## src/rtl/ssm_config.svh

```systemverilog
// SSM state update configuration
// dimensions, element format, unit latencies and lane count

`ifndef SSM_CONFIG_SVH
`define SSM_CONFIG_SVH

// ==========================================================================
// problem dimensions
// ==========================================================================
`define SSM_B      1  // batches
`define SSM_H      2  // heads
`define SSM_P      2  // channels per head
`define SSM_N      4  // state size

// ==========================================================================
// numeric format and datapath
// ==========================================================================
`define SSM_DW     16 // Q8.8 element
`define SSM_FRAC   8
`define SSM_M_LAT  2  // multiplier cycles
`define SSM_A_LAT  1  // adder cycles
`define SSM_PAR    2  // lanes
`define SSM_IDX_W  4

`endif

```

## src/rtl/ssm_ctrl_pkg.sv

```systemverilog
// SSM control types
// element index, lane tag and sequencer states

`include "ssm_config.svh"

package ssm_ctrl_pkg;

    typedef struct packed {
        logic [`SSM_IDX_W-1:0] b;
        logic [`SSM_IDX_W-1:0] h;
        logic [`SSM_IDX_W-1:0] p;
        logic [`SSM_IDX_W-1:0] n;
    } idx_t;

    // live is low for padded lanes past the end of n
    typedef struct packed {
        idx_t idx;
        logic live;
    } lane_tag_t;

    typedef enum logic [1:0] {
        IDLE,
        CALC,
        FLUSH,
        FIN
    } seq_state_t;

endpackage

```

## src/rtl/ssm_data_pkg.sv

```systemverilog
// SSM numeric types
// Q8.8 element and the flattened operand vectors, row-major b, h, p, n

`include "ssm_config.svh"

package ssm_data_pkg;

    // signed fixed point, 8 fraction bits
    typedef logic signed [`SSM_DW-1:0] elem_t;

    // element g sits at position g, lowest bits first
    typedef elem_t [`SSM_B*`SSM_H-1:0] dt_vec_t;
    typedef elem_t [`SSM_B*`SSM_N-1:0] bn_vec_t;              // bmat and c
    typedef elem_t [`SSM_B*`SSM_H*`SSM_P-1:0] x_vec_t;
    typedef elem_t [`SSM_B*`SSM_H*`SSM_P*`SSM_N-1:0] hc_vec_t; // dah and hc

    // operands captured per lane at issue
    typedef struct packed {
        elem_t bmat;
        elem_t dah;
        elem_t c;
        elem_t x;
    } lane_ops_t;

endpackage

```

## src/rtl/fx_add.sv

```systemverilog
// Q8.8 adder
// saturating sum carried through LATENCY registers with its valid

`timescale 1ns/100ps
`include "ssm_config.svh"

module fx_add
    import ssm_data_pkg::*;
#(
    parameter int LATENCY = `SSM_A_LAT
) (
    input  logic  clk,
    input  logic  rst,
    input  logic  valid_in,
    input  elem_t a,
    input  elem_t b,
    output elem_t result,
    output logic  valid_out
);

    localparam int DW = `SSM_DW;

    logic signed [DW:0] sum;     // one guard bit
    elem_t              sat;
    elem_t              res_q [LATENCY];
    logic [LATENCY-1:0] vld_q;

    always_comb begin
        sum = a + b;
        if (sum[DW] != sum[DW-1]) begin
            sat = sum[DW] ? {1'b1, {(DW-1){1'b0}}} : {1'b0, {(DW-1){1'b1}}};
        end else begin
            sat = sum[DW-1:0];
        end
    end

    always_ff @(posedge clk) begin
        res_q[0] <= sat;
        for (int i = 1; i < LATENCY; i++) begin
            res_q[i] <= res_q[i-1];
        end
    end

    always_ff @(posedge clk or posedge rst) begin
        if (rst) begin
            vld_q <= '0;
        end else begin
            vld_q[0] <= valid_in;
            for (int i = 1; i < LATENCY; i++) begin
                vld_q[i] <= vld_q[i-1];
            end
        end
    end

    assign result    = res_q[LATENCY-1];
    assign valid_out = vld_q[LATENCY-1];

endmodule

```

## src/rtl/fx_mult.sv

```systemverilog
// Q8.8 multiplier
// product rescaled and saturated in the first stage, then LATENCY registers

`timescale 1ns/100ps
`include "ssm_config.svh"

module fx_mult
    import ssm_data_pkg::*;
#(
    parameter int LATENCY = `SSM_M_LAT
) (
    input  logic  clk,
    input  logic  rst,
    input  logic  valid_in,
    input  elem_t a,
    input  elem_t b,
    output elem_t result,
    output logic  valid_out
);

    localparam int DW = `SSM_DW;
    localparam logic signed [2*DW-1:0] SAT_HI = (2 ** (DW - 1)) - 1;
    localparam logic signed [2*DW-1:0] SAT_LO = -(2 ** (DW - 1));

    logic signed [2*DW-1:0] prod;
    logic signed [2*DW-1:0] scaled;
    elem_t                  sat;
    elem_t                  res_q [LATENCY];
    logic [LATENCY-1:0]     vld_q;

    always_comb begin
        prod   = a * b;              // full width signed
        scaled = prod >>> `SSM_FRAC;
        if (scaled > SAT_HI) begin
            sat = elem_t'(SAT_HI);
        end else if (scaled < SAT_LO) begin
            sat = elem_t'(SAT_LO);
        end else begin
            sat = elem_t'(scaled);
        end
    end

    always_ff @(posedge clk) begin
        res_q[0] <= sat;
        for (int i = 1; i < LATENCY; i++) begin
            res_q[i] <= res_q[i-1];
        end
    end

    always_ff @(posedge clk or posedge rst) begin
        if (rst) begin
            vld_q <= '0;
        end else begin
            vld_q[0] <= valid_in;
            for (int i = 1; i < LATENCY; i++) begin
                vld_q[i] <= vld_q[i-1];
            end
        end
    end

    assign result    = res_q[LATENCY-1];
    assign valid_out = vld_q[LATENCY-1];

endmodule

```

## src/rtl/hc_lane.sv

```systemverilog
// one hc lane
// ((dt * x) * bmat + dah) * c with operands and tag delayed to meet each unit

`timescale 1ns/100ps
`include "ssm_config.svh"

module hc_lane
    import ssm_data_pkg::*;
    import ssm_ctrl_pkg::*;
(
    input  logic      clk,
    input  logic      rst,
    input  logic      valid,
    input  logic      dah_done,
    input  elem_t     dt,
    input  elem_t     x,
    input  lane_ops_t ops,
    input  lane_tag_t tag,
    output logic      res_valid,
    output elem_t     res,
    output lane_tag_t res_tag
);

    localparam int M_LAT = `SSM_M_LAT;
    localparam int A_LAT = `SSM_A_LAT;
    localparam int LAT   = 3 * M_LAT + A_LAT;

    elem_t     dx, dxb, sum;
    elem_t     bmat_d, dah_d, c_d;
    logic      dx_valid, dxb_valid, sum_valid, add_valid, prod_valid;

    // ========================================================================
    // operand alignment
    // ========================================================================
    tag_delay #(.item_t(elem_t), .DEPTH(M_LAT)) u_bmat_dly (
        .clk(clk), .rst(rst), .d(ops.bmat), .q(bmat_d)
    );

    tag_delay #(.item_t(elem_t), .DEPTH(2 * M_LAT)) u_dah_dly (
        .clk(clk), .rst(rst), .d(ops.dah), .q(dah_d)
    );

    tag_delay #(.item_t(elem_t), .DEPTH(2 * M_LAT + A_LAT)) u_c_dly (
        .clk(clk), .rst(rst), .d(ops.c), .q(c_d)
    );

    tag_delay #(.item_t(lane_tag_t), .DEPTH(LAT)) u_tag_dly (
        .clk(clk), .rst(rst), .d(tag), .q(res_tag)
    );

    // ========================================================================
    // arithmetic chain
    // ========================================================================
    fx_mult #(.LATENCY(M_LAT)) u_mul1 (
        .clk(clk), .rst(rst), .valid_in(valid),
        .a(dt), .b(x), .result(dx), .valid_out(dx_valid)
    );

    fx_mult #(.LATENCY(M_LAT)) u_mul2 (
        .clk(clk), .rst(rst), .valid_in(dx_valid),
        .a(dx), .b(bmat_d), .result(dxb), .valid_out(dxb_valid)
    );

    assign add_valid = dxb_valid & dah_done;  // dah not ready, drop it

    fx_add #(.LATENCY(A_LAT)) u_add (
        .clk(clk), .rst(rst), .valid_in(add_valid),
        .a(dxb), .b(dah_d), .result(sum), .valid_out(sum_valid)
    );

    fx_mult #(.LATENCY(M_LAT)) u_mul3 (
        .clk(clk), .rst(rst), .valid_in(sum_valid),
        .a(sum), .b(c_d), .result(res), .valid_out(prod_valid)
    );

    // padded lanes never reach the store
    assign res_valid = prod_valid & res_tag.live;

endmodule

```

## src/rtl/tag_delay.sv

```systemverilog
// fixed-depth delay line
// shifts any packed item by DEPTH cycles, cleared on reset

`timescale 1ns/100ps

module tag_delay #(
    parameter type item_t = logic [15:0],
    parameter int  DEPTH  = 1
) (
    input  logic  clk,
    input  logic  rst,
    input  item_t d,
    output item_t q
);

    item_t pipe [DEPTH];

    always_ff @(posedge clk or posedge rst) begin
        if (rst) begin
            for (int i = 0; i < DEPTH; i++) begin
                pipe[i] <= '0;
            end
        end else begin
            pipe[0] <= d;
            for (int i = 1; i < DEPTH; i++) begin
                pipe[i] <= pipe[i-1];
            end
        end
    end

    assign q = pipe[DEPTH-1];

endmodule

```

## config.mk

```make
export PLATFORM = sky130hd
export DESIGN_NAME = hc_lane
export DESIGN_NICKNAME = d
export VERILOG_FILES = /design/src/rtl/ssm_ctrl_pkg.sv /design/src/rtl/ssm_data_pkg.sv /design/src/rtl/fx_add.sv /design/src/rtl/fx_mult.sv /design/src/rtl/hc_lane.sv /design/src/rtl/tag_delay.sv
export VERILOG_INCLUDE_DIRS = /design/src /design/src/rtl
export SDC_FILE = /design/constraint.sdc
export NUM_CORES = 2
export LEC_CHECK = 0
export BUFFER_PORTS_ARGS = -buffer_cell sky130_fd_sc_hd__buf_4
export CAP_MARGIN = 10
export CELL_PAD_IN_SITES_DETAIL_PLACEMENT = 0
export CELL_PAD_IN_SITES_GLOBAL_PLACEMENT = 2
export CORE_ASPECT_RATIO = 0.9
export CORE_MARGIN = 2
export CORE_UTILIZATION = 39
export CTS_BUF_LIST = sky130_fd_sc_hd__clkbuf_8 sky130_fd_sc_hd__clkbuf_16
export DETAILED_ROUTE_END_ITERATION = 12
export GPL_TIMING_DRIVEN = 0
export PLACE_DENSITY_LB_ADDON = 0.1
export REMOVE_ABC_BUFFERS = 1
export SLEW_MARGIN = 0
export SYNTH_ARGS = -nofsm -noshare
export SYNTH_HDL_FRONTEND = slang
export SYNTH_SLANG_ARGS = --single-unit
export TNS_END_PERCENT = 30
```

## constraint.sdc

```tcl
create_clock -name clk -period 11 [get_ports clk]
set_clock_uncertainty 0.2 [all_clocks]
set_input_delay 0.55 -clock clk [delete_from_list [all_inputs] [get_ports clk]]
set_output_delay 0.55 -clock clk [all_outputs]
set_load 0.05 [all_outputs]
```

==> metrics.txt <==
RSZ-0062 raised after global routing=no; first-pass GRT wire length=144,000 µm; count leader, synth=inv_1; final setup violation count=0; Tot GR Track Use=0.172; largest net degree at the start of global routing=112; Synth Area in Compound Gates=0.0450; Starting Density=0.394; synth warn=0; Max clock buf depth=3; GRT Residual Overflow=0; fill cell count=9,989; Peak Freq=0.121 GHz; Layout Utilization=0.436; Post-Synth Simple-Gate Area=0.116; Detail Placement HPWL=68,000 µm; worst-skew pair later-pin latency=0.65 ns; worst min-delay path class=reg -> reg; main area contributors after synthesis=fa_1 39%, dfrtp_1 19%, inv_1 8.6%; Tcrit/Tclk final=0.753; fraction of the mapped netlist area in adder cells=0.469; Arr. time, crit path=8.53 ns; number of remaining DRC errors=0; maxcap violations=0; IO Pins=151; DR vias=24,200; mux share of post-synthesis cell area=0.000778; CP endpoint kind=flop; synth unique cells=80; CP Data Required Time=11.25 ns; CTS root buf=clkbuf_16; Syn Area/Cell=10.6 µm²; XOR/XNOR share of the synthesized area=0.0227; CTS tree=built; vias in the first global route=27,500; Clock Pin Slew Worst Setup and Hold Paths=0.07 ns; dominant synthesized flop cell=dfrtp_1; Post-synth EDFFs=0; Max-slew headroom=0.390; register area share after synthesis=0.244; synthesized area=40,200 µm²; die area=106,000 µm²; clock sink total=414; fin crit period=8.28 ns; Hold Vio Cnt, Final=0; Slew Viols, Final=0; CP Class=reg -> reg; Ant. Diodes=0; Post-synth top cells=923 x inv_1, 784 x fa_1, 397 x nand2_1; die height=309 µm; Antenna Violating Nets Remaining=0; Core ar.=102,000 µm²; Synth top area share=0.390; initial DRC count=853; Port Buf Inserts=134; #FFs+latches synth=414; asr flop ratio synth=0.729; clock buffer count from CTS=46; per-cell routed wire length=15.8 µm; First-pass DRT Iterations=5; leading area contributor after synthesis=fa_1; CP startpoint kind=flop; Hold WS=0.103 ns; share of layout cells above drive strength 1=0.0627; via/cell ratio=4.55; final wirelength=84,200 µm; Chip Width=342 µm; fin worst setup slack=2.72 ns; Post-CTS Setup Bufs=0; status=finished clean; nets=5,075; Placer Congestion=0.776; measured slew at the worst slew-check pin=0.915 ns; H-tree levels=2; Area growth syn-to-layout=10.8%; largest family of logic cells by synthesized area=adder cells; initial antenna violation count=1; cell count after synthesis=3,808; dpl ws=2.31 ns; num rows=111; CP max FO=16
## area by class of cell
class,instances,area (µm²),share of cell area
multi-input cells,2331,26300,0.590
well taps,1356,1700,0.0381
clock buffers,52,1230,0.0277
inverters,923,3470,0.0780
flip-flops and latches,414,9800,0.220
repair buffers,205,1750,0.0393
clock inverters,32,312,0.00700
## critical path, cell delays in order, from the launching register on
cell and delay (ns):
dfrtp_1 0.80, and2_1 0.27, inv_1 0.07, fa_1 0.50, inv_1 0.14, fa_1 0.89
inv_1 0.12, fa_1 0.50, fa_1 0.59, fa_1 0.43, fa_1 0.49, inv_1 0.04
ha_1 0.32, a21o_1 0.17, a21o_1 0.16, a21o_1 0.17, a21o_1 0.18, a21oi_1 0.22
o21ai_2 0.14, o41ai_4 0.34, o21bai_1 0.12, xor2_1 0.22, o41ai_4 0.82, o21ai_0 0.20
## cell families (layout without fill, tap and decap cells)
kind of cell    Yosys count  in the layout
compound gates          254            254
xor+xnor                104            104
fa+ha+maj              1037           1037
buf+inv                1063           1212
flops                   414            414
mux                       3              3
simple gates            933            933
## state kept, by name, summed over array words and instances, names as in the netlist
| register | count |
|---|---|
| u_dah_dly.pipe | 48 |
| u_add.valid_out | 1 |
| u_c_dly.pipe | 64 |
| u_bmat_dly.pipe | 16 |
| u_mul1.res_q | 32 |
| u_mul2.vld_q | 2 |
| u_mul2.res_q | 32 |
| u_bmat_dly.q | 16 |
| u_add.res_q | 16 |
| u_mul3.res_q | 32 |
| u_mul3.vld_q | 2 |
| u_mul1.vld_q | 2 |
| u_tag_dly.pipe | 102 |
| u_c_dly.q | 16 |
| u_dah_dly.q | 16 |
| u_tag_dly.q | 17 |
## through the flow
step                      std cells  setup TNS (ns)  instance area, µm²
after detailed placement       5160               0               42300
after global routing           5313               0               44500
final                          5313               0               44500
after floorplan                3668               0               39500
after CTS                      5312               0               44500
after global placement         5158         -449.01               42200
## timing repair
action	in CTS	in global routing
hold endpoints to repair	167	0
gates resized for setup	0	0
hold buffers	68	0
## per-layer routing
metal | GRT usage | vias up | part of all wire
met5 | 0 | - | 0
met4 | 0.0403 | 0 | 0.019
met3 | 0.0173 | 78 | 0.023
met2 | 0.290 | 234 | 0.48
met1 | 0.239 | 12500 | 0.48
li1 | - | 11400 | -
## placed cells by master (no fill, tap or decap), drive strengths merged, types with 7 or more instances in the layout
cell and count:
inv 940, fa 784, nand2 398, and2 360, dfrtp 302, ha 253
buf 137, dfxtp 112, xnor2 70, nor2 68, dlygate4sd3 68, a21oi 60
o21ai 55, clkbuf 52, a21o 46, xor2 34, nand2b 21, nor3 19
nand3 17, and3 15, o21a 13, o21bai 12, nor2b 11, clkinv 11
o211ai 7
## final timing paths
kind | slack [ns] | endpoint | cells past startpoint | startpoint
worst max register to register | 2.72 | u_mul2.res_q[0][3] | 23 | u_bmat_dly.q[2]
worst min-delay path | 0.10 | u_tag_dly.pipe[27] | 0 | u_tag_dly.pipe[44]
worst max-delay path | 2.72 | u_mul2.res_q[0][3] | 23 | u_bmat_dly.q[2]
max in group asynchronous | 8.69 | u_c_dly.pipe[75] | 5 | rst
min in group asynchronous | 0.41 | u_mul1.vld_q[0] | 3 | rst
worst min register to register | 0.10 | u_tag_dly.pipe[27] | 0 | u_tag_dly.pipe[44]
Power is left out: the tool's default activity adds up to more than one toggle a clock period on the data nets, which glitch-free logic cannot reach.
